<file path="src/verilog/perf_pkg.sv">
package perf_pkg;

    localparam int PERF_CTR_WIDTH = 44;

    typedef logic [PERF_CTR_WIDTH-1:0] perf_ctr_t;

    // Memory port counters
    typedef struct packed {
        perf_ctr_t mem_reads;
        perf_ctr_t mem_writes;
        perf_ctr_t mem_stalls;
        perf_ctr_t mem_latency;
    } perf_memsys_t;

endpackage

</file>
<file path="src/verilog/perf_counters.sv">
module perf_counters (
    input  logic                   clk,
    input  logic                   reset,

    input  logic                   mem_req_valid,
    input  logic                   mem_req_ready,
    input  logic                   mem_req_rw,
    input  logic                   mem_rsp_valid,
    input  logic                   mem_rsp_ready,

    output perf_pkg::perf_memsys_t perf
);

    perf_pkg::perf_ctr_t outstanding;

    logic req_fire;
    logic rd_fire;
    logic wr_fire;
    logic rsp_fire;

    assign req_fire = mem_req_valid && mem_req_ready;
    assign rd_fire  = req_fire && !mem_req_rw;
    assign wr_fire  = req_fire && mem_req_rw;
    assign rsp_fire = mem_rsp_valid && mem_rsp_ready;

    // Reads in flight on the memory port
    always_ff @(posedge clk) begin
        if (reset) begin
            outstanding <= '0;
        end else begin
            outstanding <= outstanding + perf_pkg::perf_ctr_t'(rd_fire)
                                       - perf_pkg::perf_ctr_t'(rsp_fire);
        end
    end

    always_ff @(posedge clk) begin
        if (reset) begin
            perf <= '0;
        end else begin
            if (rd_fire) begin
                perf.mem_reads <= perf.mem_reads + 1'b1;
            end
            if (wr_fire) begin
                perf.mem_writes <= perf.mem_writes + 1'b1;
            end
            if (mem_req_valid && !mem_req_ready) begin
                perf.mem_stalls <= perf.mem_stalls + 1'b1;
            end
            // Total read latency in cycles
            perf.mem_latency <= perf.mem_latency + outstanding;
        end
    end

endmodule

</file>
<file path="config.mk">
export PLATFORM = sky130hd
export DESIGN_NAME = perf_counters
export DESIGN_NICKNAME = d
export VERILOG_FILES = /design/src/verilog/perf_pkg.sv /design/src/verilog/perf_counters.sv
export SDC_FILE = /design/constraint.sdc
export NUM_CORES = 1
export LEC_CHECK = 0
export BUFFER_PORTS_ARGS = -buffer_cell sky130_fd_sc_hd__clkbuf_2
export CORE_AREA = 4 4 276 143
export CTS_CLUSTER_DIAMETER = 80
export CTS_CLUSTER_SIZE = 8
export DETAILED_ROUTE_END_ITERATION = 8
export DIE_AREA = 0 0 280 147
export PLACE_DENSITY = 0.61
export SETUP_SLACK_MARGIN = 0.02
export SLEW_MARGIN = 40
export SYNTH_ARGS = -nofsm -noshare
export SYNTH_HDL_FRONTEND = slang
export SYNTH_SLANG_ARGS = --single-unit
export TNS_END_PERCENT = 5
</file>
<file path="constraint.sdc">
create_clock -name clk -period 4.4 [get_ports clk]
set_input_delay 0.22 -clock clk [delete_from_list [all_inputs] [get_ports clk]]
set_output_delay 0.22 -clock clk [all_outputs]
set_load 0.03 [all_outputs]
</file>
==> impl_metrics.py <==
metrics = {
    "outcome": {
        "status": "complete, no violations",
    },
    "cells_and_area": {
        "antenna_cells": 0,
        "drive_above_1_share": 0.151,
        "syn2layout_area_growth_pct": 17.3,
        "fin_area_um2": 15000,
        "nets": 1826,
    },
    "clock_network": {
        "clockBufferDepth": 3,
        "numClockSinks": 220,
        "htreeDepth": 1,
        "post_cts_resized": 0,
        "numCtsBuffers": 31,
        "postCtsSetupBuffers": 0,
        "path_clk_slew_ps": 60,
        "cts_hold_buffers": 0,
        "root_buffer": "clkbuf_16",
        "clock_latency_ps": 550,
        "tritoncts": "done",
    },
    "floorplanning": {
        "placementRows": 50,
        "start_util": 0.346,
        "io_pins": 183,
        "die_width_um": 280,
        "die_height_um": 147,
        "die_area_um2": 41200,
        "core_area_um2": 37000,
    },
    "timing": {
        "finalSetupViolCount": 0,
        "slew_headroom": 0.485,
        "worstMarginPinSlew_ps": 769,
        "fin_tns_setup_ps": 0,
        "period_needed_ps": 3350,
        "fin_skew_ps": 11.6,
        "rsz0062_at_grt": "false",
        "fmax_mhz": 298,
        "hold_viol_final": 0,
        "post-route-period-util": 0.762,
        "drv_slew": 0,
    },
    "detailed_routing": {
        "drtPass1Iterations": 5,
        "drtIter0Drc": 789,
        "vias_per_cell": 5.16,
        "route.detailed.drc": 0,
        "wirelength_mm": 35.5,
        "routedWlPerCell_um": 16.0,
        "ant_nets": 0,
        "via_count": 11500,
    },
    "yosys": {
        "synth_compound_area_frac": 0.177,
        "synth_mux_area_frac": 0.00772,
        "synth_simple_gate_area_frac": 0.229,
        "synth_seq_area_share": 0.344,
        "synth_ff_type": "dfxtp_1",
        "synth-xor-area-share": 0.116,
        "synth_warnings": 0,
        "synth.distinct_cells": 88,
        "ys_async_sr_fraction": 0,
        "syn_area_um2": 12800,
        "synth_fa_ha_area_frac": 0.0911,
        "ys_ff_latch": 220,
        "synth_edf_count": 0,
        "synth_nets": 1658,
        "synth_top_family_by_area": "simple AND/OR/NAND/NOR gates",
        "avgSynthCellArea_um2": 8.21,
        "synth_cells": 1559,
    },
    "power": {
        "ir_drop_mv": 0.286,
        "power.switching_w": 0.00484,
        "p_int_w": 0.00597,
        "p_leak_nw": 6.61,
        "pwr-share-comb": 0.553,
        "p_per_area_nw_per_um2": 720,
        "seq_power_share": 0.247,
        "netSwitchingFraction": 0.448,
        "clkPwrFrac": 0.201,
    },
    "grt": {
        "grt_pass1_wl_mm": 57.6,
        "overflow": 0,
        "grt_usage": 0.168,
        "grt_antenna_before_repair": 0,
        "grt_max_degree": 131,
        "grt_pass1_vias": 10600,
    },
    "worst_setup_path": {
        "crit_path_end_kind": "flip-flop",
        "path_class": "flip-flop to flip-flop",
        "worst-path-max-fanout": 5,
        "critPathRequiredTime_ps": 4840,
        "cp-start-kind": "flip-flop",
        "worstPathArrival_ps": 3790,
    },
    "placement": {
        "place_congestion": 0.894,
        "dpl_cell_area_um2": 14200,
        "port_buffers": 182,
        "dp_hpwl_mm": 26.9,
    },
    "min_path": {
        "min_path_type": "primary input to flip-flop",
    },
    "flow_run": {
        "maxCapViolations": 0,
    },
}
==> area by class of cell <==
type	instances	area [um^2]
tap	494	618
inverter	67	251
multi-input combinational	1222	7950
clock buffer	31	776
timing repair buffer	185	976
fill	3753	22000
clock inverter	2	38.8
sequential	220	4400
==> critical path: stages, from the launching register on <==
cell	delay [ps]
dfxtp_1	330
ha_1	180
fa_1	290
a211oi_1	130
o21ai_1	200
a31oi_2	180
o211ai_1	660
nand2_1	210
o21ai_2	290
a211oi_1	120
o31ai_1	270
mux2_2	370
==> synth_stat cells, drive strengths merged, types with 2 or more instances <==
| library cell | number | area [um^2] |
|---|---|---|
| o31ai | 11 | 101 |
| o211ai | 3 | 22.5 |
| a221oi | 3 | 32.5 |
| buf | 4 | 18.8 |
| a2111oi | 4 | 60.1 |
| xnor2 | 65 | 569 |
| fa | 2 | 40.0 |
| a211oi | 12 | 113 |
| nand4 | 35 | 231 |
| o21ba | 2 | 20.0 |
| o21bai | 12 | 90.1 |
| and2 | 8 | 53.8 |
| nand3 | 54 | 270 |
| and3 | 40 | 251 |
| clkbuf | 46 | 174 |
| nor3 | 24 | 131 |
| a41oi | 2 | 17.5 |
| or2 | 3 | 18.8 |
| o2111ai | 2 | 17.5 |
| inv | 67 | 251 |
| a21boi | 2 | 15.0 |
| nor4 | 4 | 46.3 |
| nand2 | 126 | 475 |
| nor4b | 2 | 17.5 |
| dfxtp | 220 | 4400 |
| a31oi | 12 | 93.8 |
| ha | 90 | 1130 |
| a311oi | 3 | 26.3 |
| nand3b | 3 | 26.3 |
| mux2i | 2 | 20.0 |
| nand2b | 7 | 51.3 |
| or4 | 2 | 15.0 |
| and4 | 12 | 105 |
| mux2 | 6 | 78.8 |
| xor2 | 105 | 920 |
| nor2 | 231 | 880 |
| nor2b | 17 | 106 |
| a21o | 62 | 467 |
| o21ai | 77 | 397 |
| or3 | 32 | 200 |
| o21a | 10 | 76.3 |
| a21oi | 117 | 593 |
| nor3b | 3 | 22.5 |
| o211a | 2 | 20.0 |
==> stage by stage <==
stage	total power [W]	util	hold slack (ps)	worst slack, ps	instances
4_1_cts	0.0108	0.405	48.7	1110	2220
5_1_grt	0.0116	0.406	64.9	862	2221
6_report	0.0108	0.406	41.8	1050	2221
2_1_floorplan	0.00723	-	453	1200	1559
3_3_place_gp	0.00851	0.383	472	571	2187
3_5_place_dp	0.00854	0.383	485	532	2187
==> state kept, by name, indices dropped and copies added (netlist names) <==
signal	flops
outstanding	44
perf	176
==> power groups by stage <==
stage / Clock [W] / Combinational, W / Sequential, W
after CTS: 0.00225 / 0.00589 / 0.00266
after floorplan: 0 / 0.00438 / 0.00285
after detailed placement: 0 / 0.00584 / 0.00270
after global placement: 0 / 0.00581 / 0.00270
final: 0.00217 / 0.00598 / 0.00267
after global routing: 0.00232 / 0.00662 / 0.00270
==> layer usage <==
metal  track usage  routed length, um  vias up
met5             0                  0        -
met4        0.0273                569        0
met3        0.0376               2340       40
met2         0.225              13200      308
met1         0.272              19400     5328
li1              -                  -     5786
==> cells in the final DEF, fill, tap and decap left out, types with 6 or more instances in the layout <==
cell       Yosys  routed
a21oi_1      115     115
o21a_1         9       9
and2_1         6       6
nand3_1       54      54
nor3_1        23      23
clkbuf_16      0      31
a21o_1        61      61
a211oi_1       9       9
o21ai_1       10      10
nand2b_1       6       6
o21ai_0       64      64
nor2_1       228     228
ha_1          90      90
o31ai_1        9       9
and4_1        12      12
xnor2_1       65      65
inv_1         67      67
and3_1        39      39
clkbuf_2       1     181
xor2_1       105     105
nand2_1      125     125
dfxtp_1      220     220
a31oi_1        9       9
o21bai_1      12      12
nor2b_1       17      17
nand4_1       33      33
or3_1         32      32
==> worst paths after layout <==
kind	from	to	slack (ps)	depth (start not counted)
worst min register to register	perf[89]	perf[89]	490	2
worst max-delay path	outstanding[0]	perf[40]	1050	11
worst min-delay path	reset	perf[84]	40	2
worst max register to register	outstanding[0]	perf[40]	1050	11
==> kinds of logic after synthesis <==
kind of cell             Yosys count
multiplexers                       8
XOR/XNOR                         170
buffers and inverters            117
AND/OR/NAND/NOR                  607
AO/OA/AOI/OAI                    345
adder cells (fa/ha/maj)           92
flip-flops                       220
No activity file was read; power rests on OpenSTA's default activity.
