File: config.mk
export PLATFORM = sky130hd
export DESIGN_NAME = mem_arb
export DESIGN_NICKNAME = d
export VERILOG_FILES = /design/src/verilog/mem_types_pkg.sv /design/src/verilog/mem_arb.sv /design/src/verilog/skid_buffer.sv
export SDC_FILE = /design/constraint.sdc
export NUM_CORES = 1
export LEC_CHECK = 0
export ABC_AREA = 1
export BUFFER_PORTS_ARGS = -buffer_cell sky130_fd_sc_hd__buf_2
export CAP_MARGIN = 20
export CORE_UTILIZATION = 47
export DETAILED_ROUTE_END_ITERATION = 16
export PLACE_DENSITY = 0.77
export SLEW_MARGIN = 20
export SYNTH_ARGS = -nofsm -noshare
export SYNTH_HDL_FRONTEND = slang
export SYNTH_SLANG_ARGS = --single-unit
File: constraint.sdc
create_clock -name clk -period 8.4 [get_ports clk]
set_input_delay 0.42 -clock clk [delete_from_list [all_inputs] [get_ports clk]]
set_output_delay 0.42 -clock clk [all_outputs]
set_load 0.005 [all_outputs]
File: src/verilog/mem_types_pkg.sv
package mem_types_pkg;

    localparam int ADDR_WIDTH       = 30;
    localparam int WORD_BYTES       = 4;
    localparam int DATA_WIDTH       = 32;
    localparam int CORE_TAG_WIDTH   = 7;
    localparam int SMEM_WORDS       = 256;
    localparam int SMEM_INDEX_WIDTH = 8;

    typedef logic [ADDR_WIDTH-1:0]     addr_t;
    typedef logic [DATA_WIDTH-1:0]     data_t;
    typedef logic [WORD_BYTES-1:0]     byteen_t;
    typedef logic [CORE_TAG_WIDTH-1:0] core_tag_t;

    // Bit 0 flags a shared-memory access
    typedef logic [CORE_TAG_WIDTH:0]   dcache_tag_t;

    // Bit 0 names the source, 0 for instruction and 1 for data
    typedef logic [CORE_TAG_WIDTH:0]   mem_tag_t;

    typedef struct packed {
        addr_t     addr;
        core_tag_t tag;
    } icache_req_t;

    typedef struct packed {
        data_t     data;
        core_tag_t tag;
    } icache_rsp_t;

    typedef struct packed {
        logic        rw;
        byteen_t     byteen;
        addr_t       addr;
        data_t       data;
        dcache_tag_t tag;
    } dcache_req_t;

    typedef struct packed {
        data_t       data;
        dcache_tag_t tag;
    } dcache_rsp_t;

    // Data request after the shared-memory flag is stripped
    typedef struct packed {
        logic      rw;
        byteen_t   byteen;
        addr_t     addr;
        data_t     data;
        core_tag_t tag;
    } core_req_t;

    typedef struct packed {
        data_t     data;
        core_tag_t tag;
    } core_rsp_t;

    typedef struct packed {
        logic     rw;
        byteen_t  byteen;
        addr_t    addr;
        data_t    data;
        mem_tag_t tag;
    } mem_req_t;

    typedef struct packed {
        data_t    data;
        mem_tag_t tag;
    } mem_rsp_t;

endpackage

File: src/verilog/mem_arb.sv
module mem_arb (
    input  logic                       clk,
    input  logic                       reset,

    input  logic                       i_req_valid,
    input  mem_types_pkg::icache_req_t i_req,
    output logic                       i_req_ready,

    output logic                       i_rsp_valid,
    output mem_types_pkg::icache_rsp_t i_rsp,
    input  logic                       i_rsp_ready,

    input  logic                       d_req_valid,
    input  mem_types_pkg::core_req_t   d_req,
    output logic                       d_req_ready,

    output logic                       d_rsp_valid,
    output mem_types_pkg::core_rsp_t   d_rsp,
    input  logic                       d_rsp_ready,

    output logic                       mem_req_valid,
    output mem_types_pkg::mem_req_t    mem_req,
    input  logic                       mem_req_ready,

    input  logic                       mem_rsp_valid,
    input  mem_types_pkg::mem_rsp_t    mem_rsp,
    output logic                       mem_rsp_ready
);

    logic                    prio_data;
    logic                    grant_data;
    logic                    arb_valid;
    mem_types_pkg::mem_req_t arb_req;
    logic                    arb_ready;

    logic                    rbuf_valid;
    mem_types_pkg::mem_rsp_t rbuf;
    logic                    rbuf_ready;
    logic                    rsp_is_data;

    assign grant_data  = d_req_valid && (!i_req_valid || prio_data);
    assign arb_valid   = i_req_valid || d_req_valid;
    assign i_req_ready = arb_ready && !grant_data;
    assign d_req_ready = arb_ready && grant_data;

    // Instruction fetches go out as plain reads
    assign arb_req = grant_data ?
        '{d_req.rw, d_req.byteen, d_req.addr, d_req.data, {d_req.tag, 1'b1}} :
        '{1'b0, '0, i_req.addr, '0, {i_req.tag, 1'b0}};

    // Hold the grant through a stall, pass priority on after a transfer
    always_ff @(posedge clk) begin
        if (reset) begin
            prio_data <= 1'b0;
        end else if (arb_valid) begin
            prio_data <= arb_ready ? !grant_data : grant_data;
        end
    end

    skid_buffer #(
        .payload_t (mem_types_pkg::mem_req_t)
    ) req_buf (
        .clk       (clk),
        .reset     (reset),
        .valid_in  (arb_valid),
        .data_in   (arb_req),
        .ready_in  (arb_ready),
        .valid_out (mem_req_valid),
        .data_out  (mem_req),
        .ready_out (mem_req_ready)
    );

    skid_buffer #(
        .payload_t (mem_types_pkg::mem_rsp_t)
    ) rsp_buf (
        .clk       (clk),
        .reset     (reset),
        .valid_in  (mem_rsp_valid),
        .data_in   (mem_rsp),
        .ready_in  (mem_rsp_ready),
        .valid_out (rbuf_valid),
        .data_out  (rbuf),
        .ready_out (rbuf_ready)
    );

    assign rsp_is_data = rbuf.tag[0];
    assign i_rsp_valid = rbuf_valid && !rsp_is_data;
    assign d_rsp_valid = rbuf_valid && rsp_is_data;
    assign rbuf_ready  = rsp_is_data ? d_rsp_ready : i_rsp_ready;

    assign i_rsp.data  = rbuf.data;
    assign i_rsp.tag   = rbuf.tag[mem_types_pkg::CORE_TAG_WIDTH:1];
    assign d_rsp.data  = rbuf.data;
    assign d_rsp.tag   = rbuf.tag[mem_types_pkg::CORE_TAG_WIDTH:1];

endmodule

File: src/verilog/skid_buffer.sv
module skid_buffer #(
    parameter type payload_t = logic
) (
    input  logic     clk,
    input  logic     reset,

    input  logic     valid_in,
    input  payload_t data_in,
    output logic     ready_in,

    output logic     valid_out,
    output payload_t data_out,
    input  logic     ready_out
);

    payload_t skid_data;
    logic     skid_full;

    logic     push;
    logic     load_main;

    // Ready depends only on the skid entry, so it comes straight from a flop
    assign ready_in  = !skid_full;
    assign push      = valid_in && ready_in;
    assign load_main = !valid_out || ready_out;

    always_ff @(posedge clk) begin
        if (reset) begin
            valid_out <= 1'b0;
            skid_full <= 1'b0;
        end else if (load_main) begin
            valid_out <= skid_full || valid_in;
            skid_full <= 1'b0;
        end else if (push) begin
            skid_full <= 1'b1;
        end
    end

    // Skid entry drains into the main register before new input
    always_ff @(posedge clk) begin
        if (load_main) begin
            data_out <= skid_full ? skid_data : data_in;
        end else if (push) begin
            skid_data <= data_in;
        end
    end

endmodule

==> summary.txt <==
Pwr
  – Total Power: about 0.0029 W
  – P per Cell Area: 229 mW/mm^2
  – Leak Pwr: between 6 and 7 nW
  – VDD IR-drop max: ~0.14 mV

GRT
  – Number of global-route vias before repair: between 6k and 7k
  – Grt total ovfl: 0
  – Largest net degree at the start of global routing: between 70 and 80
  – Global-route wire length before repair: approximately 34,000 um
  – Overall Global Routing Usage: between 10% and 20%
  – Initial antenna violation count: 2

Timing
  – Slew HR: between 20% and 30%
  – Setup ws final: about 5.7 ns
  – Slew Limit Fails: 0
  – Setup violators final: 0
  – Final Hold Fails: 0
  – RSZ-0062 raised after global routing: false
  – Final worst path period share: between 30 and 40%
  – Fmax: between 300 and 400 MHz
  – Setup Skew: between 0.005 and 0.006 ns
  – Setup tns final: 0 ns
  – Final Critical Period: 2.74 ns
  – Worst Tran Pin Value: 1.08 ns

Cells and area
  – Most common cell after layout, fill and taps aside: nand2_1
  – Layout cells sized above 1: roughly 30%
  – Area delta synth->final: 20.3%
  – Commonest non-fill, non-tap cells in the layout: nand2_1 (348), buf_2 (317), edfxtp_1 (230)
  – Filler instances: between 1.5k and 2k
  – Fin nets: approximately 1.4k

Synthesis
  – Synth Net Count: about 1.2k
  – Sequential element share of the synthesized area: 67.3%
  – Synth cell types: 19
  – Mapped Area: 0.0104 mm^2
  – Top cells by area, synth: edfxtp_1 (66%), nand2_1 (13%), buf_4 (6.1%)
  – Post-synthesis register bit count: around 240
  – Post-Syn Instances: 990
  – Synth warnings: 0
  – Cell accounting for the most synthesized area: edfxtp_1
  – Avg Inst Size Synth: roughly 11 um^2
  – Share of Yosys cell area claimed by the top area cell type: about two thirds

Worst setup path
  – Crit path capture type: register
  – Startpoint Class: register
  – WP data arrival: between 2 and 3 ns
  – Critical Path RT: approximately 8.5 ns
  – Critical path class: register to register
  – Reg2Reg Setup Slack: between 5 and 6 ns
  – CP Max Fanout: 78

Die
  – Core area: ~0.022 mm^2
  – Site Rows: 54
  – Die width: roughly 150 um
  – Die H: 151 um
  – Starting density of the core: between 40% and 50%
  – Ports: ~320
  – Die ar.: approximately 0.023 mm^2

Placed design
  – I/O Buffers: around 320
  – Worst slack at placement: 5.35 ns
  – DP HPWL: approximately 15,000 um
  – GP Congestion: slightly below 0.8

CTS
  – # hold bufs at CTS: 0
  – PostCTS Resize Cnt: 0
  – Reg clk slew, reported paths: 0.06 ns
  – CTS tree: yes
  – Cts bufs inserted: 25
  – Worst-Skew Late Latency: roughly 0.5 ns
  – Clk root buf: clkbuf_16
  – Clock Sinks: approximately 240
  – Post-CTS Setup Inserts: 0
  – CTS Buffer Depth: 3
  – Max H-tree Level: 1

Hold path
  – Worst Hold Class: input pin to register

Detailed routing
  – Residual DRC: 0
  – Number of DRC markers in iteration 0: between 300 and 400
  – Drt first pass iters: 4
  – Post-DR vias/cell: approximately 4.7
  – DR WL/cell: between 15 and 20 um
  – Routed wire length: approximately 23,000 um
  – Post-route ant nets: 0
  – Vias: 7,192

Outcome
  – Status: completed

Run
  – Max-cap viol count: 0
routing by layer:
metal	track usage [%]	vias to the layer above	wire (um)
met1	23.3	3229	8770
li1	-	3559	-
met4	6.15	2	459
met2	34.6	360	11300
met3	5.72	42	2360
met5	0	-	8
report_power, final:
| group | total [W] | internal, W | switching [W] | leakage (nW) |
|---|---|---|---|---|
| sequential | 0.00143 | 0.00140 | 0.0000319 | 2.33 |
| clock | 0.00114 | 0.000697 | 0.000446 | 0.417 |
| combinational | 0.000290 | 0.000122 | 0.000169 | 3.28 |
path summary, 6_finish.rpt:
kind,start,to,cells past startpoint
max reg2reg,req_buf.valid_out$_SDFFE_PP0P_,req_buf.skid_data[44]$_DFFE_PP_,3
max,req_buf.valid_out$_SDFFE_PP0P_,req_buf.skid_data[44]$_DFFE_PP_,3
min,mem_rsp[7],rsp_buf.skid_data[7]$_DFFE_PP_,1
min reg2reg,prio_data$_SDFFE_PP0P_,prio_data$_SDFFE_PP0P_,2
stage by stage:
step                      instance area [um^2]  hold slack, ns  instances  utilization, %
after global placement                   11600           0.468       1475            53.4
after global routing                     12500          0.0779       1521            57.5
final                                    12500           0.102       1522            57.5
after floorplan                          10400           0.454        990               -
after detailed placement                 11600           0.494       1475            53.4
after CTS                                12500          0.0773       1520            57.4
layout make-up:
type | instances | area [um^2] | area share, %
Clock inverter | 20 | 235 | 1.88
Inverter | 120 | 450 | 3.60
Multi-Input combinational cell | 515 | 2170 | 17.3
Tap cell | 280 | 350 | 2.80
Antenna cell | 1 | 2.50 | 0.0200
Clock buffer | 25 | 626 | 5.00
Timing Repair Buffer | 326 | 1670 | 13.4
Sequential cell | 235 | 7010 | 56.0
cell usage after synthesis:
cell type  number
nand2_1       349
edfxtp_1      230
inv_1         119
buf_4          85
nand3_1        75
nor2_1         44
and2_1         37
clkbuf_1       16
buf_2          15
dfxtp_1         5
nor3_1          3
o21ai_0         3
a21oi_1         2
buf_6           2
buf_1           1
clkbuf_4        1
clkinv_1        1
ha_1            1
nand2_2         1
critical path, stage by stage (launching register included):
cell	delay (ns)
dfxtp_1	0.37
nand2_4	0.56
nor3_2	0.55
buf_4	0.84
registers in the layout (all words and copies together), names as in the netlist:
signal / flops
prio_data: 1
req_buf.data_out: 75
req_buf.skid_data: 75
req_buf.skid_full: 1
req_buf.valid_out: 1
rsp_buf.data_out: 40
rsp_buf.skid_data: 40
rsp_buf.skid_full: 1
rsp_buf.valid_out: 1
kinds of logic (layout without fill, tap and decap cells):
family | Yosys count | in the layout | share of synthesized area (%)
buffers and inverters | 240 | 491 | 12.1
and+or+nand+nor | 509 | 509 | 20.2
AOI/OAI and AO/OA | 5 | 5 | 0.240
adders and majority gates | 1 | 1 | 0.120
other | 0 | 1 | 0
DFF | 235 | 235 | 67.3
Power figures use the tool's default switching activity.
