`config.mk`:
```
export PLATFORM = sky130hd
export DESIGN_NAME = smem_arb
export DESIGN_NICKNAME = d
export VERILOG_FILES = /design/src/verilog/mem_types_pkg.sv /design/src/verilog/skid_buffer.sv /design/src/verilog/smem_arb.sv
export SDC_FILE = /design/constraint.sdc
export NUM_CORES = 1
export LEC_CHECK = 0
export BUFFER_PORTS_ARGS = -buffer_cell sky130_fd_sc_hd__buf_2
export CORE_MARGIN = 2
export CORE_UTILIZATION = 40
export CTS_CLUSTER_SIZE = 16
export DETAILED_ROUTE_END_ITERATION = 10
export MAX_ROUTING_LAYER = met4
export PLACE_DENSITY = 0.71
export SYNTH_ARGS = -nofsm -noshare
export SYNTH_HDL_FRONTEND = slang
export SYNTH_SLANG_ARGS = --single-unit
```
`constraint.sdc`:
```
create_clock -name clk -period 5.41 [get_ports clk]
set_input_delay 0.541 -clock clk [delete_from_list [all_inputs] [get_ports clk]]
set_output_delay 0.541 -clock clk [all_outputs]
set_load 0.005 [all_outputs]
```
`src/verilog/mem_types_pkg.sv`:
```
package mem_types_pkg;

    localparam int ADDR_WIDTH       = 30;
    localparam int WORD_BYTES       = 4;
    localparam int DATA_WIDTH       = 32;
    localparam int CORE_TAG_WIDTH   = 7;
    localparam int SMEM_WORDS       = 256;
    localparam int SMEM_INDEX_WIDTH = 8;

    typedef logic [ADDR_WIDTH-1:0]     addr_t;
    typedef logic [DATA_WIDTH-1:0]     data_t;
    typedef logic [WORD_BYTES-1:0]     byteen_t;
    typedef logic [CORE_TAG_WIDTH-1:0] core_tag_t;

    // Bit 0 flags a shared-memory access
    typedef logic [CORE_TAG_WIDTH:0]   dcache_tag_t;

    // Bit 0 names the source, 0 for instruction and 1 for data
    typedef logic [CORE_TAG_WIDTH:0]   mem_tag_t;

    typedef struct packed {
        addr_t     addr;
        core_tag_t tag;
    } icache_req_t;

    typedef struct packed {
        data_t     data;
        core_tag_t tag;
    } icache_rsp_t;

    typedef struct packed {
        logic        rw;
        byteen_t     byteen;
        addr_t       addr;
        data_t       data;
        dcache_tag_t tag;
    } dcache_req_t;

    typedef struct packed {
        data_t       data;
        dcache_tag_t tag;
    } dcache_rsp_t;

    // Data request after the shared-memory flag is stripped
    typedef struct packed {
        logic      rw;
        byteen_t   byteen;
        addr_t     addr;
        data_t     data;
        core_tag_t tag;
    } core_req_t;

    typedef struct packed {
        data_t     data;
        core_tag_t tag;
    } core_rsp_t;

    typedef struct packed {
        logic     rw;
        byteen_t  byteen;
        addr_t    addr;
        data_t    data;
        mem_tag_t tag;
    } mem_req_t;

    typedef struct packed {
        data_t    data;
        mem_tag_t tag;
    } mem_rsp_t;

endpackage

```
`src/verilog/skid_buffer.sv`:
```
module skid_buffer #(
    parameter type payload_t = logic
) (
    input  logic     clk,
    input  logic     reset,

    input  logic     valid_in,
    input  payload_t data_in,
    output logic     ready_in,

    output logic     valid_out,
    output payload_t data_out,
    input  logic     ready_out
);

    payload_t skid_data;
    logic     skid_full;

    logic     push;
    logic     load_main;

    // Ready depends only on the skid entry, so it comes straight from a flop
    assign ready_in  = !skid_full;
    assign push      = valid_in && ready_in;
    assign load_main = !valid_out || ready_out;

    always_ff @(posedge clk) begin
        if (reset) begin
            valid_out <= 1'b0;
            skid_full <= 1'b0;
        end else if (load_main) begin
            valid_out <= skid_full || valid_in;
            skid_full <= 1'b0;
        end else if (push) begin
            skid_full <= 1'b1;
        end
    end

    // Skid entry drains into the main register before new input
    always_ff @(posedge clk) begin
        if (load_main) begin
            data_out <= skid_full ? skid_data : data_in;
        end else if (push) begin
            skid_data <= data_in;
        end
    end

endmodule

```
`src/verilog/smem_arb.sv`:
```
module smem_arb (
    input  logic                      clk,
    input  logic                      reset,

    input  logic                      req_valid,
    input  mem_types_pkg::dcache_req_t req,
    output logic                      req_ready,

    output logic                      rsp_valid,
    output mem_types_pkg::dcache_rsp_t rsp,
    input  logic                      rsp_ready,

    output logic                      smem_req_valid,
    output mem_types_pkg::core_req_t  smem_req,
    input  logic                      smem_req_ready,

    input  logic                      smem_rsp_valid,
    input  mem_types_pkg::core_rsp_t  smem_rsp,
    output logic                      smem_rsp_ready,

    output logic                      gmem_req_valid,
    output mem_types_pkg::core_req_t  gmem_req,
    input  logic                      gmem_req_ready,

    input  logic                      gmem_rsp_valid,
    input  mem_types_pkg::core_rsp_t  gmem_rsp,
    output logic                      gmem_rsp_ready
);

    logic                       buf_valid;
    mem_types_pkg::dcache_req_t buf_req;
    logic                       buf_ready;
    logic                       is_smem;

    skid_buffer #(
        .payload_t (mem_types_pkg::dcache_req_t)
    ) req_buf (
        .clk       (clk),
        .reset     (reset),
        .valid_in  (req_valid),
        .data_in   (req),
        .ready_in  (req_ready),
        .valid_out (buf_valid),
        .data_out  (buf_req),
        .ready_out (buf_ready)
    );

    assign is_smem = buf_req.tag[0];

    assign smem_req_valid = buf_valid && is_smem;
    assign gmem_req_valid = buf_valid && !is_smem;
    assign buf_ready      = is_smem ? smem_req_ready : gmem_req_ready;

    assign smem_req = '{buf_req.rw, buf_req.byteen, buf_req.addr, buf_req.data,
                        buf_req.tag[mem_types_pkg::CORE_TAG_WIDTH:1]};
    assign gmem_req = smem_req;

    // Shared memory wins the response port
    assign rsp_valid      = smem_rsp_valid || gmem_rsp_valid;
    assign rsp.data       = smem_rsp_valid ? smem_rsp.data : gmem_rsp.data;
    assign rsp.tag        = smem_rsp_valid ? {smem_rsp.tag, 1'b1} : {gmem_rsp.tag, 1'b0};
    assign smem_rsp_ready = rsp_ready;
    assign gmem_rsp_ready = rsp_ready && !smem_rsp_valid;

endmodule

```
==> flow_summary_export.csv, run 1 <==
group,metric,value,unit
cells_and_area,drive_above_1_share,0.759,
timing,tns,0,ns
place,dp_slack,2.93,ns
detailed_routing,first_pass_iters,4,
detailed_routing,drc,0,
global_routing,grt_max_degree,79,
logic_synthesis,synthTopCellsByArea,"edfxtp_1 (62%), buf_4 (16%), mux2_2 (15%)",
cells_and_area,nNetsFinal,813,
clocking,clk_pin_slew,0.06,ns
clocking,numCtsBuffers,17,
logic_synthesis,ys_seq_area_frac,0.631,
floorplanning,initial_core_util,0.404,
cells_and_area,register_area,4550,um^2
floorplanning,dieHeight,138,um
global_routing,overflow,0,
pwr,power_leakage,3.65,nW
logic_synthesis,yosys_warnings,0,
timing,fin_worst_skew,0.00829,ns
timing,timing_hold_violations_final,0,
place,port_buffers,354,
logic_synthesis,yosysTopAreaCellShare,0.625,
global_routing,grt_pass1_wl,23.6,mm
logic_synthesis,synth_cells,442,
cells_and_area,nFillCells,1560,
global_routing,grt_pass1_vias,4306,
clocking,root_buffer,"clkbuf_16",
floorplanning,coreArea,17800,um^2
place,gp_congestion,1.01,
logic_synthesis,synth_nets,603,
timing,finalSetupViolCount,0,
setup_path,worstPathRequired,5.44,ns
clocking,cts_sinks,152,
timing,slew_violations,0,
logic_synthesis,synth_area_leader_cell,"edfxtp_1",
detailed_routing,dr_total_vias,4124,
detailed_routing,drt-wirelength-per-cell,17.2,um
detailed_routing,viasPerCell,4.61,
setup_path,criticalPathCategory,"reg2reg",
setup_path,crit_path_max_fanout,78,
setup_path,startpoint_type,"flip-flop",
timing,fin_crit,2.34,ns
clocking,cts_hold_buf,0,
cells_and_area,multi_input_area,1450,um^2
setup_path,cp-end-kind,"flip-flop",
clocking,cts_resized,0,
timing,post-route-period-util,0.433,
detailed_routing,drt_iter0_markers,240,
clocking,htree_levels,4,
timing,rsz0062_at_grt,"false",
pwr,powerDensity,331,nW/um^2
timing,setup_slack,3.07,ns
global_routing,antenna_found_initial,1,
clocking,clock_latency,0.41,ns
cells_and_area,fin_cells,895,
floorplanning,die_area,19100,um^2
clocking,cts_tree,"yes",
timing,max_freq,427,MHz
place,dp.cells,862,
min_path,holdCritPathClass,"in2reg",
clocking,clk_path_buf_depth,2,
detailed_routing,drt-total-wl,15.4,mm
setup_path,crit_arrival,2.37,ns
job,max_cap_viol_count,0,
timing,relSlewSlack,0.222,
logic_synthesis,ys_ff_latch,152,
cells_and_area,syn2layout_area_growth,19.6,%
outcome,status,"complete, no violations",
logic_synthesis,ys_types,16,
place,dp_hpwl,11.1,mm
logic_synthesis,syn_area,7210,um^2
floorplanning,pin_count,355,
detailed_routing,antenna_left,0,
timing,worst-slew-pin-transition,1.17,ns
floorplanning,dieWidth,138,um
pwr,irDropWorstVdd,0.000223,V
clocking,post-cts-setup-buffers,0,
floorplanning,fp-row-count,49,
logic_synthesis,syn_area_per_cell,16.3,um^2
global_routing,grt_usage,0.164,
[sequential cells by signal, summed over array words and instances (netlist names)]
signal,cells
req_buf.skid_data,75
req_buf.data_out,75
req_buf.valid_out,1
req_buf.skid_full,1
[layer usage]
layer | vias up | wire length [um] | global-route usage
met5 | - | 0 | -
met4 | 0 | 182 | 0.0499
met3 | 13 | 1210 | 0.0565
met2 | 226 | 7980 | 0.276
met1 | 2004 | 6040 | 0.186
li1 | 1881 | - | -
[cell usage in the layout (no fill, tap or decap), types with 2 or more instances in the layout]
cell        count
edfxtp_1      150
buf_2         354
clkbuf_1        2
mux2_4         17
clkinvlp_4      2
clkinv_4        3
nor2b_1         2
clkinv_2        2
mux2_2         98
clkbuf_16      17
inv_6           4
[per-stage QoR]
| stage | instance area (um^2) | power [mW] | hold slack (ns) | util |
|---|---|---|---|---|
| after floorplan | 7210 | 1.69 | 0.481 | - |
| after global placement | 8070 | 1.77 | 0.530 | 0.452 |
| after detailed placement | 8070 | 1.77 | 0.534 | 0.452 |
| after CTS | 8620 | 2.89 | 0.293 | 0.483 |
| after global routing | 8620 | 2.98 | 0.282 | 0.483 |
| final | 8620 | 2.86 | 0.314 | 0.483 |
[cells in the mapped netlist, drive strengths merged]
cell type / instances
buf: 164
or2: 1
o21bai: 1
inv: 1
nand2b: 2
nor3b: 1
o21ai: 1
edfxtp: 150
mux2: 115
and2: 1
nor2b: 2
dfxtp: 2
and4bb: 1
[worst paths after layout]
| check | slack [ns] | end | start | cells after the start |
|---|---|---|---|---|
| max reg2reg | 3.07 | req_buf.skid_data[38] | req_buf.skid_full | 2 |
| max | 3.07 | req_buf.skid_data[38] | req_buf.skid_full | 2 |
| min reg2reg | 0.54 | req_buf.data_out[34] | req_buf.skid_data[34] | 1 |
| min | 0.31 | req_buf.skid_data[31] | req[31] | 1 |
[power breakdown]
group	leakage (nW)	total [mW]	internal [mW]	switching, mW
Clock	0.266	1.11	0.637	0.475
Combinational	1.91	0.320	0.182	0.139
Sequential	1.48	1.43	1.38	0.0414
Total	3.65	2.86	2.20	0.655
[cell families after synthesis]
group	count (synthesis)	synth area share
DFF	152	0.631
buffers and inverters	165	0.170
AOI/OAI and AO/OA	2	0.00226
and+or+nand+nor	8	0.00868
muxes	115	0.189
[area by class of cell]
cell class	instances	area share
antenna	1	0.000290
clock buffer	19	0.0502
clock inverter	13	0.0139
inverter	1	0.000435
multi-input combinational	125	0.168
sequential	152	0.527
tap	229	0.0332
timing repair buffer	355	0.206
[critical path, stage by stage (launching register included)]
cell,delay [ns]
dfxtp_4,0.68
and4bb_4,0.45
buf_4,0.77
(Power assumes the default switching activity.)
==> run 2, diff against run 1 <==
--- a/config.mk
+++ b/config.mk
@@ -11,7 +11,7 @@
 export CTS_CLUSTER_SIZE = 16
 export DETAILED_ROUTE_END_ITERATION = 10
 export MAX_ROUTING_LAYER = met4
-export PLACE_DENSITY = 0.71
+export PLACE_DENSITY = 0.74
 export SYNTH_ARGS = -nofsm -noshare
 export SYNTH_HDL_FRONTEND = slang
 export SYNTH_SLANG_ARGS = --single-unit
==> constraint.sdc (replaced) <==
create_clock -name clk -period 2.1 [get_ports clk]
set_input_delay 0.21 -clock clk [delete_from_list [all_inputs] [get_ports clk]]
set_output_delay 0.21 -clock clk [all_outputs]
set_load 0.005 [all_outputs]
==> flow_summary_export.csv, run 2 (same netlist as run 1, synthesis figures left out) <==
group,metric,value,unit
place,dp_slack,0.401,ns
detailed_routing,first_pass_iters,4,
timing,tns,0,ns
setup_path,worst_r2r_endpoint,"req_buf.skid_data[22]",
clocking,htree_levels,4,
timing,timing_hold_violations_final,0,
timing,setup_slack,0.396,ns
floorplanning,pin_count,355,
cells_and_area,syn2layout_area_growth,32.1,%
clocking,root_buffer,"clkbuf_16",
timing,slew_violations,0,
cells_and_area,layout.cells.most_common,"buf_2",
place,dp_hpwl,11.7,mm
detailed_routing,viasPerCell,4.55,
clocking,clk_pin_slew,0.07,ns
min_path,holdPathStages,3,
global_routing,grt_usage,0.172,
detailed_routing,drt-wirelength-per-cell,17.0,um
pwr,powerDensity,799,nW/um^2
setup_path,cp_cell_sequence,"mux2_2 > and4bb_4 > buf_12",
detailed_routing,drt-total-wl,16.6,mm
min_path,holdCritPathClass,"in2reg",
setup_path,crit_path_max_fanout,38,
global_routing,overflow,0,
clocking,cts_tree,"yes",
floorplanning,initial_core_util,0.404,
place,port_buffers,354,
pwr,total_power,7.61,mW
setup_path,criticalPathCategory,"reg2reg",
cells_and_area,fin_cells,977,
setup_path,critPathTopFamily,"multiplexers",
detailed_routing,antenna_left,0,
floorplanning,coreArea,17800,um^2
pwr,power_leakage,4.04,nW
clocking,clk_path_buf_depth,2,
cells_and_area,nNetsFinal,894,
setup_path,r2r_setup_slack,0.40,ns
job,max_cap_viol_count,0,
global_routing,antenna_found_initial,2,
min_path,hold_end,"req_buf.valid_out",
detailed_routing,dr_total_vias,4447,
setup_path,startpoint_type,"flip-flop",
setup_path,worstPathRequired,2.19,ns
timing,fin_crit,1.70,ns
global_routing,grt_pass1_vias,4537,
timing,finalSetupViolCount,0,
floorplanning,dieWidth,138,um
timing,max_freq,587,MHz
timing,post-route-period-util,0.811,
place,dpl_cell_area,8190,um^2
cells_and_area,drive_above_1_share,0.689,
timing,relSlewSlack,0.783,
detailed_routing,drc,0,
clocking,numCtsBuffers,17,
cells_and_area,final_area,9520,um^2
place,gp_congestion,0.833,
place,dp.cells,868,
setup_path,r2r-start,"req_buf.data_out[0]",
detailed_routing,drt_iter0_markers,136,
timing,worst-slew-pin-transition,0.325,ns
cells_and_area,reg.largest.list,"req_buf.data_out: 75 flops, req_buf.skid_data: 75 flops",
pwr,irDropWorstVdd,0.000525,V
outcome,status,"complete, no violations",
timing,fin_worst_skew,0.00688,ns
setup_path,crit_arrival,1.79,ns
clocking,post-cts-setup-buffers,0,
setup_path,reg2reg_depth,3,
cells_and_area,final_cell_mix,"buf_2 (354), edfxtp_1 (150), mux2_2 (98)",
clocking,clock_latency,0.40,ns
timing,holdWs,0.0636,ns
timing,rsz0062_at_grt,"false",
setup_path,cp-end-kind,"flip-flop",
clocking,cts_sinks,152,
min_path,worstHoldStart,"req_valid",
setup_path,critPathSlowestCell,"mux2_2",
global_routing,grt_max_degree,56,
floorplanning,dieHeight,138,um
setup_path,path_buf_inv,1,
floorplanning,fp-row-count,49,
global_routing,grt_pass1_wl,24.6,mm
setup_path,slowest_delay,0.38,ns
cells_and_area,fin_util,0.534,
floorplanning,die_area,19100,um^2
run 2: what timing repair did:
item	CTS	global route
hold buffers	74	1
gates resized for setup	0	0
endpoints found under the setup margin	0	0
endpoints found under the hold margin	74	1
run 2: area by class of cell:
| class | count | area [um^2] |
|---|---|---|
| diodes | 2 | 5.00 |
| repair buffers | 436 | 2650 |
| multi-input cells | 125 | 1450 |
| clock inverters | 15 | 154 |
| inverters | 1 | 3.75 |
| flip-flops and latches | 152 | 4550 |
| clock buffers | 17 | 425 |
| well taps | 229 | 287 |
| fillers | 1473 | 8320 |
run 2: tightest hold or removal path, delay by kind of cell:
kind	cells	cell delay, ns
AO/OA/AOI/OAI	2	0.13
buffers and inverters	1	0.10
run 2: power by group:
part           switching, mW  internal (mW)  total (mW)
sequential            0.0952           3.56        3.66
clock                   1.29           1.68        2.97
combinational          0.407          0.581       0.988
run 2: worst max path at each step:
stage	depth (start not counted)	to	from
finish	3	req_buf.skid_data[22]	req_buf.data_out[0]
global route	3	req_buf.skid_data[9]	req_buf.data_out[0]
CTS	3	req_buf.skid_data[29]	req_buf.data_out[0]
detailed placement	3	req_buf.skid_data[52]	req_buf.data_out[0]
global placement	3	req_buf.skid_data[52]	req_buf.data_out[0]
floorplan	2	req_buf.data_out[0]	req_buf.data_out[0]
run 2: per-layer routing:
layer | track usage | vias to the layer above | share of wire
li1 | - | 2050 | -
met3 | 0.0398 | 22 | 0.064
met1 | 0.193 | 2130 | 0.38
met2 | 0.303 | 245 | 0.53
met5 | - | - | 0
met4 | 0.0596 | 0 | 0.022
==> run 3, diff against run 2 <==
--- a/config.mk
+++ b/config.mk
@@ -5,13 +5,14 @@
 export SDC_FILE = /design/constraint.sdc
 export NUM_CORES = 1
 export LEC_CHECK = 0
+export ABC_AREA = 1
 export BUFFER_PORTS_ARGS = -buffer_cell sky130_fd_sc_hd__buf_2
 export CORE_MARGIN = 2
 export CORE_UTILIZATION = 40
 export CTS_CLUSTER_SIZE = 16
 export DETAILED_ROUTE_END_ITERATION = 10
 export MAX_ROUTING_LAYER = met4
-export PLACE_DENSITY = 0.74
+export PLACE_DENSITY = 0.71
 export SYNTH_ARGS = -nofsm -noshare
 export SYNTH_HDL_FRONTEND = slang
 export SYNTH_SLANG_ARGS = --single-unit
==> constraint.sdc (replaced) <==
create_clock -name clk -period 1.6 [get_ports clk]
set_input_delay 0.16 -clock clk [delete_from_list [all_inputs] [get_ports clk]]
set_output_delay 0.16 -clock clk [all_outputs]
set_load 0.005 [all_outputs]
==> flow_summary_export.csv, run 3 <==
group,metric,value,unit
outcome,status,"complete, no violations",
floorplanning,fp-row-count,49,
cells_and_area,layout.cells.most_common,"buf_2",
setup_path,startpoint_type,"flip-flop",
detailed_routing,drt-total-wl,17.9,mm
clocking,cts_hold_buf,76,
floorplanning,initial_core_util,0.405,
global_routing,grt_max_degree,77,
clocking,post-cts-setup-buffers,0,
detailed_routing,drc,0,
setup_path,crit_arrival,1.56,ns
logic_synthesis,yosysMostFrequentCell,"nand2_1",
setup_path,critPathSlowestCell,"edfxtp_1",
detailed_routing,dr_total_vias,5319,
logic_synthesis,ys_types,13,
cells_and_area,final_cell_mix,"buf_2 (354), nand2_1 (345), edfxtp_1 (150)",
logic_synthesis,async_flop_share,0,
floorplanning,pin_count,355,
setup_path,worstPathRequired,1.70,ns
cells_and_area,final_area,9470,um^2
logic_synthesis,syn_area_per_cell,10.5,um^2
clocking,root_buffer,"clkbuf_16",
clocking,clk_pin_slew,0.06,ns
place,dp.cells,1107,
cells_and_area,fin_cells,1217,
global_routing,antenna_found_initial,2,
pwr,clkPwrFrac,0.378,
pwr,irDropWorstVdd,0.000866,V
timing,finalSetupViolCount,0,
logic_synthesis,yosys-top-cells-count,"nand2_1 (347), buf_4 (155), edfxtp_1 (150)",
timing,max_freq,683,MHz
floorplanning,die_area,19100,um^2
clocking,cts_sinks,152,
timing,post-route-period-util,0.916,
floorplanning,dieHeight,138,um
floorplanning,dieWidth,138,um
clocking,clk_path_buf_depth,2,
min_path,holdCritPathClass,"in2reg",
clocking,clock_latency,0.42,ns
detailed_routing,viasPerCell,4.37,
logic_synthesis,ys_seq_area_frac,0.630,
place,gp_congestion,0.898,
logic_synthesis,synth_nets,851,
timing,fin_crit,1.46,ns
global_routing,grt_pass1_wl,27.3,mm
logic_synthesis,yosysTopAreaCellShare,0.624,
floorplanning,coreArea,17800,um^2
pwr,power_leakage,4.58,nW
cells_and_area,drive_above_1_share,0.405,
cells_and_area,syn2layout_area_growth,31.2,%
setup_path,criticalPathCategory,"reg2reg",
pwr,p_comb_frac,0.140,
pwr,total_power,10.1,mW
pwr,p_switching,2.40,mW
clocking,numCtsBuffers,17,
clocking,cts_tree,"yes",
detailed_routing,drt-wirelength-per-cell,14.7,um
timing,slew_violations,0,
setup_path,slowest_delay,0.40,ns
clocking,cts_resized,0,
timing,tns,0,ns
clocking,htree_levels,4,
timing,rsz0062_at_grt,"false",
setup_path,path_buf_inv,2,
cells_and_area,nFillCells,1536,
pwr,powerDensity,1070,nW/um^2
timing,worst-slew-pin-transition,0.571,ns
pwr,power.share.switching,0.237,
logic_synthesis,yosys_warnings,0,
detailed_routing,antenna_left,0,
cells_and_area,reg.largest.list,"req_buf.data_out: 75 flops, req_buf.skid_data: 75 flops",
setup_path,cp-end-kind,"flip-flop",
global_routing,grt_pass1_vias,5146,
setup_path,critPathTopFamily,"flip-flops",
setup_path,crit_path_max_fanout,41,
cells_and_area,nNetsFinal,1134,
job,max_cap_viol_count,0,
pwr,p_int,7.74,mW
timing,timing_hold_violations_final,0,
global_routing,overflow,0,
logic_synthesis,synth_area_leader_cell,"edfxtp_1",
logic_synthesis,syn_area,7220,um^2
timing,relSlewSlack,0.619,
logic_synthesis,synthTopCellsByArea,"edfxtp_1 (62%), nand2_1 (18%), buf_4 (16%)",
place,dpl_cell_area,8150,um^2
place,dp_hpwl,12.1,mm
setup_path,cp_cell_sequence,"inv_1 > nand2_2 > nand3_4 > nor2_4 > buf_12",
detailed_routing,drt_iter0_markers,188,
logic_synthesis,synth_edf_count,150,
detailed_routing,first_pass_iters,4,
place,port_buffers,354,
pwr,seqPwrFrac,0.482,
logic_synthesis,synth_cells,690,
logic_synthesis,ys.flop_type,"edfxtp_1",
timing,fin_worst_skew,0.00633,ns
global_routing,grt_usage,0.190,
logic_synthesis,ys_ff_latch,152,
==> run 3: cell types whose count changed in the layout (fill, tap and decap cells not counted), sizes merged, moves of 2 or more <==
cell    change
nand2     +347
mux2      -115
nor2        +4
buf         +3
clkinv      +3
clkbuf      +2
nand2b      -2
nor2b       -2
==> run 3: cell families (layout without fill, tap and decap cells) <==
kind of cell,Yosys count,count (layout),share of synthesized area
other,0,2,0
DFF,152,152,0.630
AOI/OAI and AO/OA,1,1,0.000693
buffers and inverters,183,479,0.185
and+or+nand+nor,354,354,0.185
==> run 3: area by class of cell <==
type | instances | area, um^2 | area share
Sequential cell | 152 | 4550 | 0.480
Timing Repair Buffer | 440 | 2680 | 0.283
Multi-Input combinational cell | 355 | 1370 | 0.144
Clock buffer | 19 | 433 | 0.0457
Tap cell | 229 | 287 | 0.0303
Clock inverter | 13 | 128 | 0.0135
Inverter | 7 | 26.3 | 0.00277
Antenna cell | 2 | 5.00 | 0.000528
==> run 3: worst paths after layout <==
path / from / endpoint / slack [ns] / cells after the start
worst max-delay path: req_buf.data_out[0] / req_buf.skid_data[39] / 0.14 / 5
worst min-delay path: reset / req_buf.valid_out / 0.04 / 4
worst max register to register: req_buf.data_out[0] / req_buf.skid_data[39] / 0.14 / 5
worst min register to register: req_buf.skid_data[43] / req_buf.data_out[43] / 0.51 / 2
==> run 3: through the flow <==
step	hold slack (ns)	worst slack (ns)	util
global route	0.0591	0.0228	0.531
CTS	0.0311	0.129	0.531
detailed placement	0.353	0.138	0.457
finish	0.0450	0.135	0.531
floorplan	0.259	-1.34	-
global placement	0.352	0.150	0.457
==> run 3: per-layer routing <==
layer | up-vias | global-route usage | share of wire
met5 | - | - | 0
met4 | 0 | 0.0747 | 0.023
met3 | 24 | 0.0433 | 0.068
met2 | 278 | 0.325 | 0.52
met1 | 2384 | 0.216 | 0.39
li1 | 2633 | - | -
==> run 3: power by group through the flow <==
stage	Clock [mW]	Combinational (mW)	Sequential, mW
floorplan	0	0.988	4.93
global placement	0	1.26	4.96
detailed placement	0	1.28	4.96
CTS	3.90	1.42	4.89
global route	4.09	1.56	4.91
finish	3.84	1.42	4.89
==> run 3: worst min-delay path: cells and delay by family <==
kind | cells | cell delay [ns]
buf+inv | 2 | 0.12
simple gates | 2 | 0.13
